===== config.mk =====
export PLATFORM = sky130hd
export DESIGN_NAME = fx1_unit
export DESIGN_NICKNAME = d
export VERILOG_FILES = /design/src/hdl/spu_params_pkg.sv /design/src/hdl/spu_isa_pkg.sv /design/src/hdl/fx1_lane.sv /design/src/hdl/fx1_operand_stage.sv /design/src/hdl/fx1_unit.sv /design/src/hdl/fx1_writeback_stage.sv
export SDC_FILE = /design/constraint.sdc
export NUM_CORES = 2
export LEC_CHECK = 0
export ABC_AREA = 1
export BUFFER_PORTS_ARGS = -buffer_cell sky130_fd_sc_hd__buf_2
export CORE_MARGIN = 2
export CORE_UTILIZATION = 33
export DETAILED_ROUTE_END_ITERATION = 10
export GPL_TIMING_DRIVEN = 0
export SLEW_MARGIN = 0
export SYNTH_ARGS = -nofsm -noshare
export SYNTH_HDL_FRONTEND = slang
export SYNTH_HIERARCHICAL = 1
export SYNTH_SLANG_ARGS = --single-unit

===== constraint.sdc =====
create_clock -name clk -period 4.75 [get_ports clk]
set_input_delay 0.95 -clock clk [delete_from_list [all_inputs] [get_ports clk]]
set_output_delay 0.95 -clock clk [all_outputs]
set_load 0.02 [all_outputs]

===== src/hdl/spu_params_pkg.sv =====
package spu_params_pkg;

    // Register file and datapath widths
    localparam int quadword_w = 128;
    localparam int word_w     = 32;
    localparam int halfword_w = 16;

    // Word lanes across one quadword
    localparam int num_lanes = 4;

    // Instruction fields
    localparam int opcode_w   = 7;
    localparam int reg_addr_w = 7;
    localparam int imm10_w    = 10;

endpackage


===== src/hdl/spu_isa_pkg.sv =====
package spu_isa_pkg;
    import spu_params_pkg::*;

    // Internal opcodes handled by the first simple fixed-point unit
    typedef enum logic [opcode_w-1:0] {
        op_add_word         = 7'd1,
        op_add_word_imm     = 7'd2,
        op_sf_word          = 7'd3,
        op_sf_word_imm      = 7'd4,
        op_carry_gen        = 7'd6,
        op_borrow_gen       = 7'd8,
        op_add_hw           = 7'd9,
        op_add_hw_imm       = 7'd10,
        op_sf_hw            = 7'd11,
        op_sf_hw_imm        = 7'd12,
        op_and              = 7'd16,
        op_andc             = 7'd17,
        op_and_hw_imm       = 7'd18,
        op_and_word_imm     = 7'd19,
        op_or               = 7'd20,
        op_orc              = 7'd21,
        op_or_hw_imm        = 7'd22,
        op_or_word_imm      = 7'd23,
        op_xor              = 7'd24,
        op_xor_hw_imm       = 7'd25,
        op_xor_word_imm     = 7'd26,
        op_nand             = 7'd27,
        op_nor              = 7'd28,
        op_ceq_hw           = 7'd29,
        op_ceq_hw_imm       = 7'd30,
        op_ceq_word         = 7'd31,
        op_ceq_word_imm     = 7'd32,
        op_cgt_hw           = 7'd33,
        op_cgt_hw_imm       = 7'd34,
        op_cgt_word         = 7'd35,
        op_cgt_word_imm     = 7'd36,
        op_clgt_hw          = 7'd37,
        op_clgt_hw_imm      = 7'd38,
        op_clgt_word        = 7'd39,
        op_clgt_word_imm    = 7'd40
    } fx1_opcode_e;

    // What a lane does, whatever the operand form
    typedef enum logic [3:0] {
        lane_add,
        lane_sub_from,
        lane_carry_gen,
        lane_borrow_gen,
        lane_and,
        lane_andc,
        lane_or,
        lane_orc,
        lane_xor,
        lane_nand,
        lane_nor,
        lane_cmp_eq,
        lane_cmp_gt,
        lane_cmp_lgt
    } lane_op_e;

    typedef struct packed {
        logic                    valid;
        fx1_opcode_e             opcode;
        logic [reg_addr_w-1:0]   rt_addr;
        logic [quadword_w-1:0]   ra;
        logic [quadword_w-1:0]   rb;
        logic [imm10_w-1:0]      imm10;
    } fx1_issue_t;

    typedef struct packed {
        logic                valid;
        lane_op_e            op;
        logic                hw;
        logic [word_w-1:0]   a;
        logic [word_w-1:0]   b;
    } lane_cmd_t;

    typedef struct packed {
        logic                    valid;
        logic [reg_addr_w-1:0]   rt_addr;
    } wb_ctrl_t;

    typedef struct packed {
        logic                    wr_en;
        logic [reg_addr_w-1:0]   rt_addr;
        logic [quadword_w-1:0]   rt;
    } fx1_wb_t;

endpackage


===== src/hdl/fx1_lane.sv =====
`timescale 1ns/1ps

module fx1_lane
    import spu_params_pkg::*;
    import spu_isa_pkg::*;
(
    input  logic              clk,
    input  logic              rst_n,
    input  lane_cmd_t         cmd,
    output logic [word_w-1:0] result
);

    logic                  sub_path;
    logic [word_w-1:0]     x_word;
    logic [halfword_w:0]   sum_lo;
    logic [halfword_w:0]   sum_hi;
    logic                  carry_mid;
    logic [word_w-1:0]     sum_word;
    logic [halfword_w-1:0] a_hi, a_lo, b_hi, b_lo;
    logic                  eq_hi, eq_lo, gtu_hi, gtu_lo, gts_hi, gts_lo;
    logic                  cmp_hi, cmp_lo, cmp_word;
    logic [word_w-1:0]     cmp_res;
    logic [word_w-1:0]     next_result;

    // b - a is formed as b + ~a + 1
    assign sub_path = (cmd.op == lane_sub_from) || (cmd.op == lane_borrow_gen);
    assign x_word   = sub_path ? ~cmd.a : cmd.a;

    // Two halfword adders, chained only in word mode
    assign sum_lo    = {1'b0, x_word[halfword_w-1:0]} + {1'b0, cmd.b[halfword_w-1:0]}
                     + {{halfword_w{1'b0}}, sub_path};
    assign carry_mid = cmd.hw ? sub_path : sum_lo[halfword_w];
    assign sum_hi    = {1'b0, x_word[word_w-1:halfword_w]} + {1'b0, cmd.b[word_w-1:halfword_w]}
                     + {{halfword_w{1'b0}}, carry_mid};
    assign sum_word  = {sum_hi[halfword_w-1:0], sum_lo[halfword_w-1:0]};

    assign a_hi = cmd.a[word_w-1:halfword_w];
    assign a_lo = cmd.a[halfword_w-1:0];
    assign b_hi = cmd.b[word_w-1:halfword_w];
    assign b_lo = cmd.b[halfword_w-1:0];

    assign eq_hi  = (a_hi == b_hi);
    assign eq_lo  = (a_lo == b_lo);
    assign gtu_hi = (a_hi > b_hi);
    assign gtu_lo = (a_lo > b_lo);
    assign gts_hi = ($signed(a_hi) > $signed(b_hi));
    assign gts_lo = ($signed(a_lo) > $signed(b_lo));

    always_comb begin
        case (cmd.op)
            lane_cmp_eq: begin
                cmp_hi   = eq_hi;
                cmp_lo   = eq_lo;
                cmp_word = eq_hi & eq_lo;
            end
            lane_cmp_gt: begin
                cmp_hi   = gts_hi;
                cmp_lo   = gts_lo;
                // Low half of a word compares unsigned
                cmp_word = gts_hi | (eq_hi & gtu_lo);
            end
            default: begin
                cmp_hi   = gtu_hi;
                cmp_lo   = gtu_lo;
                cmp_word = gtu_hi | (eq_hi & gtu_lo);
            end
        endcase
    end

    assign cmp_res = cmd.hw ? {{(halfword_w-1){1'b0}}, cmp_hi, {(halfword_w-1){1'b0}}, cmp_lo}
                            : {{(word_w-1){1'b0}}, cmp_word};

    always_comb begin
        case (cmd.op)
            lane_add, lane_sub_from: next_result = sum_word;
            lane_carry_gen:          next_result = {{(word_w-1){1'b0}}, sum_hi[halfword_w]};
            // Carry out of b + ~a + 1 means b >= a
            lane_borrow_gen:         next_result = {{(word_w-1){1'b0}}, sum_hi[halfword_w]};
            lane_and:                next_result = cmd.a & cmd.b;
            lane_andc:               next_result = cmd.a & ~cmd.b;
            lane_or:                 next_result = cmd.a | cmd.b;
            lane_orc:                next_result = cmd.a | ~cmd.b;
            lane_xor:                next_result = cmd.a ^ cmd.b;
            lane_nand:               next_result = ~(cmd.a & cmd.b);
            lane_nor:                next_result = ~(cmd.a | cmd.b);
            default:                 next_result = cmp_res;
        endcase
    end

    always_ff @(posedge clk) begin
        if (!rst_n) begin
            result <= '0;
        end else begin
            result <= next_result;
        end
    end

endmodule


===== src/hdl/fx1_operand_stage.sv =====
`timescale 1ns/1ps

module fx1_operand_stage
    import spu_params_pkg::*;
    import spu_isa_pkg::*;
(
    input  logic       clk,
    input  logic       rst_n,
    input  fx1_issue_t issue,
    output lane_cmd_t  lane_cmd [num_lanes],
    output wb_ctrl_t   wb_ctrl
);

    lane_op_e                dec_op;
    logic                    dec_hw;
    logic                    dec_imm;
    logic                    dec_known;
    logic [halfword_w-1:0]   imm_half;
    logic [word_w-1:0]       imm_word;

    always_comb begin
        dec_op    = lane_add;
        dec_hw    = 1'b0;
        dec_imm   = 1'b0;
        dec_known = 1'b1;
        case (issue.opcode)
            op_add_word:      dec_op = lane_add;
            op_add_word_imm:  begin dec_op = lane_add;      dec_imm = 1'b1; end
            op_sf_word:       dec_op = lane_sub_from;
            op_sf_word_imm:   begin dec_op = lane_sub_from; dec_imm = 1'b1; end
            op_carry_gen:     dec_op = lane_carry_gen;
            op_borrow_gen:    dec_op = lane_borrow_gen;
            op_add_hw:        begin dec_op = lane_add;      dec_hw = 1'b1; end
            op_add_hw_imm:    begin dec_op = lane_add;      dec_hw = 1'b1; dec_imm = 1'b1; end
            op_sf_hw:         begin dec_op = lane_sub_from; dec_hw = 1'b1; end
            op_sf_hw_imm:     begin dec_op = lane_sub_from; dec_hw = 1'b1; dec_imm = 1'b1; end
            op_and:           dec_op = lane_and;
            op_andc:          dec_op = lane_andc;
            op_and_hw_imm:    begin dec_op = lane_and;      dec_hw = 1'b1; dec_imm = 1'b1; end
            op_and_word_imm:  begin dec_op = lane_and;      dec_imm = 1'b1; end
            op_or:            dec_op = lane_or;
            op_orc:           dec_op = lane_orc;
            op_or_hw_imm:     begin dec_op = lane_or;       dec_hw = 1'b1; dec_imm = 1'b1; end
            op_or_word_imm:   begin dec_op = lane_or;       dec_imm = 1'b1; end
            op_xor:           dec_op = lane_xor;
            op_xor_hw_imm:    begin dec_op = lane_xor;      dec_hw = 1'b1; dec_imm = 1'b1; end
            op_xor_word_imm:  begin dec_op = lane_xor;      dec_imm = 1'b1; end
            op_nand:          dec_op = lane_nand;
            op_nor:           dec_op = lane_nor;
            op_ceq_hw:        begin dec_op = lane_cmp_eq;   dec_hw = 1'b1; end
            op_ceq_hw_imm:    begin dec_op = lane_cmp_eq;   dec_hw = 1'b1; dec_imm = 1'b1; end
            op_ceq_word:      dec_op = lane_cmp_eq;
            op_ceq_word_imm:  begin dec_op = lane_cmp_eq;   dec_imm = 1'b1; end
            op_cgt_hw:        begin dec_op = lane_cmp_gt;   dec_hw = 1'b1; end
            op_cgt_hw_imm:    begin dec_op = lane_cmp_gt;   dec_hw = 1'b1; dec_imm = 1'b1; end
            op_cgt_word:      dec_op = lane_cmp_gt;
            op_cgt_word_imm:  begin dec_op = lane_cmp_gt;   dec_imm = 1'b1; end
            op_clgt_hw:       begin dec_op = lane_cmp_lgt;  dec_hw = 1'b1; end
            op_clgt_hw_imm:   begin dec_op = lane_cmp_lgt;  dec_hw = 1'b1; dec_imm = 1'b1; end
            op_clgt_word:     dec_op = lane_cmp_lgt;
            op_clgt_word_imm: begin dec_op = lane_cmp_lgt;  dec_imm = 1'b1; end
            // Belongs to another unit
            default:          dec_known = 1'b0;
        endcase
    end

    // Halfword forms replicate the immediate into both halves of a word
    assign imm_half = {{(halfword_w - imm10_w){issue.imm10[imm10_w-1]}}, issue.imm10};
    assign imm_word = dec_hw ? {imm_half, imm_half}
                             : {{(word_w - imm10_w){issue.imm10[imm10_w-1]}}, issue.imm10};

    always_ff @(posedge clk) begin
        for (int i = 0; i < num_lanes; i++) begin
            if (!rst_n) begin
                lane_cmd[i].valid <= 1'b0;
            end else begin
                lane_cmd[i].valid <= issue.valid && dec_known;
            end
            lane_cmd[i].op <= dec_op;
            lane_cmd[i].hw <= dec_hw;
            // Lane 0 takes the most significant word
            lane_cmd[i].a  <= issue.ra[quadword_w - 1 - i * word_w -: word_w];
            lane_cmd[i].b  <= dec_imm ? imm_word
                                      : issue.rb[quadword_w - 1 - i * word_w -: word_w];
        end
        if (!rst_n) begin
            wb_ctrl.valid <= 1'b0;
        end else begin
            wb_ctrl.valid <= issue.valid && dec_known;
        end
        wb_ctrl.rt_addr <= issue.rt_addr;
    end

endmodule


===== src/hdl/fx1_unit.sv =====
`timescale 1ns/1ps

module fx1_unit
    import spu_params_pkg::*;
    import spu_isa_pkg::*;
(
    input  logic       clk,
    input  logic       rst_n,
    input  fx1_issue_t issue,
    output fx1_wb_t    wb
);

    lane_cmd_t         lane_cmd [num_lanes];
    wb_ctrl_t          wb_ctrl;
    logic [word_w-1:0] lane_result [num_lanes];

    fx1_operand_stage u_operand_stage (
        .clk      (clk),
        .rst_n    (rst_n),
        .issue    (issue),
        .lane_cmd (lane_cmd),
        .wb_ctrl  (wb_ctrl)
    );

    for (genvar g = 0; g < num_lanes; g++) begin : g_lane
        fx1_lane u_lane (
            .clk    (clk),
            .rst_n  (rst_n),
            .cmd    (lane_cmd[g]),
            .result (lane_result[g])
        );
    end

    fx1_writeback_stage u_writeback_stage (
        .clk         (clk),
        .rst_n       (rst_n),
        .ctrl        (wb_ctrl),
        .lane_result (lane_result),
        .wb          (wb)
    );

endmodule


===== src/hdl/fx1_writeback_stage.sv =====
`timescale 1ns/1ps

module fx1_writeback_stage
    import spu_params_pkg::*;
    import spu_isa_pkg::*;
(
    input  logic              clk,
    input  logic              rst_n,
    input  wb_ctrl_t          ctrl,
    input  logic [word_w-1:0] lane_result [num_lanes],
    output fx1_wb_t           wb
);

    wb_ctrl_t                ctrl_q;
    logic [quadword_w-1:0]   rt_word;

    // Lane 0 lands in the preferred slot
    always_comb begin
        for (int i = 0; i < num_lanes; i++) begin
            rt_word[quadword_w - 1 - i * word_w -: word_w] = lane_result[i];
        end
    end

    always_ff @(posedge clk) begin
        if (!rst_n) begin
            ctrl_q.valid <= 1'b0;
            wb.wr_en     <= 1'b0;
        end else begin
            ctrl_q.valid <= ctrl.valid;
            wb.wr_en     <= ctrl_q.valid;
        end
        ctrl_q.rt_addr <= ctrl.rt_addr;
        wb.rt_addr     <= ctrl_q.rt_addr;
        wb.rt          <= rt_word;
    end

endmodule


After elaboration in Yosys (flattened, before gate mapping) --
Cells that the tools add are included.
Word-level totals: input bits 283, register bits 541, output and inout bits 136, logic and storage cells 212
Cells by class: reduce and logical (&&, ||, !) cells 15, multiplexer cells 37, add/subtract/negate cells 16, magnitude comparators 16, bitwise logic cells 52, eq/ne operators 55
Operators by type and width (number):
- $pmux W32 S9 | 4
- $not A32 Y32 | 16
- $and A32 B32 Y32 | 8
- $gt A16 B16 Y1 | 16
- $mux W32 | 8
- $or A32 B32 Y32 | 8
- $add A16 B16 Y17 | 8
- $add A17 B1 Y17 | 8
- $eq A16 B16 Y1 | 8
- $xor A32 B32 Y32 | 4
- $eq A7 B5 Y1 const B | 16
- $mux W17 | 4
- $eq A7 B6 Y1 const B | 9
- $pmux W4 S13 | 1
- $eq A7 B4 Y1 const B | 5
- $reduce_or A35 Y1 | 1
- $mux W25 | 1
- $pmux W1 S2 | 12
- $eq A4 B4 Y1 const B | 5
- $eq A4 B3 Y1 const B | 4
- $reduce_or A16 Y1 | 1
- $reduce_or A4 Y1 | 4
- $eq A7 B2 Y1 const B | 2
- $eq A7 B3 Y1 const B | 2
- other kinds (12) | 36

Logic depth before layout (Yosys ltp) --
depth after elaboration 8, depth in mapped cells 28

Modules after synthesis --
Netlist, hierarchy kept.
By module, submodules not included:
- fx1_lane (g_lane[2].u_lane ...) | area an instance 6573.8 µm², seq. area each 640.6 µm², cells each 961, instances 2
- fx1_operand_stage | area an instance 7574.8 µm², seq. area each 5385.2 µm², cells each 730, instances 1
- fx1_lane (g_lane[1].u_lane) | area an instance 6476.2 µm², seq. area each 640.6 µm², cells each 956, instances 1
- fx1_lane (g_lane[0].u_lane) | area an instance 6369.9 µm², seq. area each 640.6 µm², cells each 946, instances 1
- fx1_writeback_stage | area an instance 2897.8 µm², seq. area each 2882.8 µm², cells each 148, instances 1

Worst setup path before layout --
No wires, ideal clock.
kind register -> register, start point reg, netlist name u_operand_stage/lane_cmd[67], end point reg g_lane[0].u_lane.result[26], period minus slack after synthesis 4228 ps, arrival time 4158 ps, buffers on the path 2, required time 4680 ps, path slack 522 ps, cell stages (with the launch flop) 28, cell sequence dfxtp_1 buf_4 nor2_2 nand2_2 buf_1 xor2_1 ha_1 a21oi_1 o21ai_0 a21oi_1 nand2_1 nand2_1 a21oi_1 o31ai_1 fa_1 inv_1 fa_1 nand3_1 nand2_1 nand2_1 nand2_1 a21oi_1 o21ai_1 nand3_1 nand2_1 nand2_1 nand3_1 a21oi_1
RTL lines:
- end signal: assignment | line fx1_lane.sv:94 | result <= next_result;
- end: declaration | line fx1_lane.sv:10 | output logic [word_w-1:0] result

==> impl_metrics.py <==
metrics = {
    "run_status": {
        "outcome": "completed",
    },
    "routing": {
        "dr_wl_met3_mm": 10.3,
        "routed_wl_mm": 143,
        "antenna_left": 0,
        "viasPerCell": 5.14,
        "met2_length_mm": 61.8,
        "maxUsedRoutingLayer": "met5",
        "vias": 34585,
        "drc": 0,
        "firstDrtPassIters": 6,
        "wire_per_inst_um": 21.2,
        "drt_iter0_markers": 3152,
        "wl_met1_mm": 65.4,
    },
    "sta": {
        "rsz0062_at_grt": "yes",
        "setup_violations": 0,
        "max_freq_ghz": 0.221,
        "whs_ns": 0.323,
        "worst_slew_pin_slew_ns": 1.32,
        "finalHoldViolations": 0,
        "fin_skew_ns": 0.0197,
        "drv_slew": 0,
        "setup_slack_ns": 0.233,
        "max_slew_margin_pct": 9.42,
        "period_share_pct": 95.1,
        "fin_crit_ns": 4.52,
    },
    "logic_synthesis": {
        "syn-instance-count": 4699,
        "synth_area_per_cell_um2": 7.76,
        "synthesis.nets": 5626,
        "yosys_warnings": 6,
        "syn_area_um2": 36400,
    },
    "cells_and_area": {
        "fin_nets": 6131,
        "final-instance-count-excl-fill": 6730,
        "syn_to_final_growth_pct": 17.6,
        "final_cell_area_um2": 42900,
        "drive_above_1_share_pct": 16.1,
    },
    "cts": {
        "clkTransAtPathRegs_ns": 0.06,
        "clock_sinks": 541,
        "cts_inserted_buffers": 56,
        "cts_tree": "yes",
        "cts-hold-fix-buffers": 0,
        "clockBufferDepth": 3,
        "htreeDepth": 2,
        "cts-root-buf": "clkbuf_16",
        "clk_latency_ns": 0.66,
    },
    "critical_path": {
        "endpoint": "g_lane[2].u_lane/result[30]$_SDFF_PN0_",
        "path_max_fanout": 6,
        "cp-end-kind": "flop",
        "critPathLaunch": "u_operand_stage/lane_cmd[67]$_DFF_P_",
        "r2r_start": "u_operand_stage/lane_cmd[67]$_DFF_P_",
        "slowest_stage": "fa_1",
        "cpMostUsedCell": "nand3_1",
        "worst_ep_required_time_ns": 5.32,
        "startpoint_type": "flop",
        "r2r-end": "g_lane[2].u_lane/result[30]$_SDFF_PN0_",
        "arrival_ns": 5.09,
        "max_stage_delay_ns": 0.45,
        "ff2ff_setup_slack_ns": 0.23,
        "reg2reg_depth": 25,
        "critical_path_class": "flop to flop",
    },
    "global_routing": {
        "antenna_found_initial": 23,
        "grt_pass1_wl_mm": 206,
        "grt_overflow": 0,
        "grt_util_all_layers_pct": 24.4,
        "grt_start_max_net_pins": 25,
        "grt_pass1_vias": 33394,
    },
    "floorplan": {
        "die_width_um": 336,
        "floorplan.rows": 121,
        "die_area_um2": 113000,
        "boundaryPins": 419,
        "core_area_um2": 109000,
        "start_util_pct": 33.4,
        "die_h_um": 336,
    },
    "power_and_ir_drop": {
        "vdd_drop_max_v": 0.000306,
        "powerDensity_nw_per_um2": 348,
        "leakage_nw": 21.8,
    },
    "worst_hold_path": {
        "hold_class": "flop to flop",
    },
    "place": {
        "placed_area_um2": 40400,
        "hpwl_mm": 111,
        "port_buffers": 418,
        "pre_cts_slack_ns": -1.37,
        "placedCellCount": 6593,
        "globalplace.congestion": 0.941,
    },
    "flow_run": {
        "drv_cap": 0,
    },
}
[per-layer routing]
metal	global-route usage, %	vias up
met5	0	-
met4	9.16	18
met3	4.15	277
met2	38.2	1380
met1	33.5	16161
li1	-	16749
[critical path, delay by kind of cell, from the launching register on]
family / cells / cell delay (ns)
AOI/OAI and AO/OA: 6 / 1.00
adders and majority gates: 3 / 1.07
buffers and inverters: 5 / 0.65
DFF: 1 / 0.41
and+or+nand+nor: 11 / 1.28
[stage by stage]
| stage | TNS, ns | total power [W] | utilization (%) |
|---|---|---|---|
| 2_1_floorplan | 0 | 0.00861 | - |
| 3_3_place_gp | -37.18 | 0.0102 | 37.0 |
| 3_5_place_dp | -37.67 | 0.0102 | 37.0 |
| 4_1_cts | -0.00304 | 0.0149 | 39.0 |
| 5_1_grt | -0.0163 | 0.0158 | 39.3 |
| 6_report | 0 | 0.0149 | 39.3 |
[worst min path at each step]
stage                                                       from                                  end  slack [ns]  cells after the start
final                     g_lane[0].u_lane/result[20]$_SDFF_PN0_    u_writeback_stage/wb[116]$_DFF_P_        0.32                      0
after global routing      g_lane[0].u_lane/result[20]$_SDFF_PN0_    u_writeback_stage/wb[116]$_DFF_P_        0.32                      0
after CTS                 g_lane[0].u_lane/result[20]$_SDFF_PN0_    u_writeback_stage/wb[116]$_DFF_P_        0.32                      0
after detailed placement  g_lane[0].u_lane/result[25]$_SDFF_PN0_    u_writeback_stage/wb[121]$_DFF_P_        0.31                      0
after global placement        u_operand_stage/wb_ctrl[2]$_DFF_P_  u_writeback_stage/ctrl_q[2]$_DFF_P_        0.31                      0
after floorplan               u_operand_stage/wb_ctrl[0]$_DFF_P_  u_writeback_stage/ctrl_q[0]$_DFF_P_        0.31                      0
[flip-flops by register name (all words and copies together), names as in the netlist]
signal                    cells
u_operand_stage/wb_ctrl       8
u_writeback_stage/wb        136
g_lane.u_lane/result        128
u_writeback_stage/ctrl_q      8
u_operand_stage/lane_cmd    261
[cell usage in the layout, fill, tap and decap left out, types with 20 or more instances in the layout]
cell         n
nand2_1    788
ha_1       630
inv_1      563
dfxtp_1    538
buf_2      494
nand3_1    356
a21oi_1    320
nor2_1     276
o21ai_0    260
xor2_1     125
o22ai_1    113
o21ai_1     76
clkbuf_16   58
a2111oi_0   53
buf_4       52
clkbuf_1    37
inv_2       35
a211oi_1    33
nor3_1      30
a221oi_1    30
a31oi_1     30
a21o_1      27
buf_6       23
a21oi_2     20
[power by group]
part,switching (W),internal (W),total [W]
clock network,0.00193,0.00264,0.00457
logic,0.00304,0.00170,0.00474
registers,0.000399,0.00519,0.00559
[what timing repair did]
| action | 4_1_cts | 5_1_grt |
|---|---|---|
| endpoints found under the setup margin | 65 | 43 |
| resized for setup | 42 | 51 |
| setup buffers | 10 | 19 |
| pin swaps | 7 | 35 |
[final cells by class]
cell class | count | area, µm²
Antenna cell | 6 | 15.0
Buffer | 160 | 1010
Clock buffer | 77 | 1600
Clock inverter | 25 | 307
Fill cell | 11288 | 66300
Inverter | 601 | 2260
Multi-Input combinational cell | 3397 | 22600
Sequential cell | 541 | 10800
Tap cell | 1476 | 1850
Timing Repair Buffer | 447 | 2350
Power figures use the tool's default switching activity.
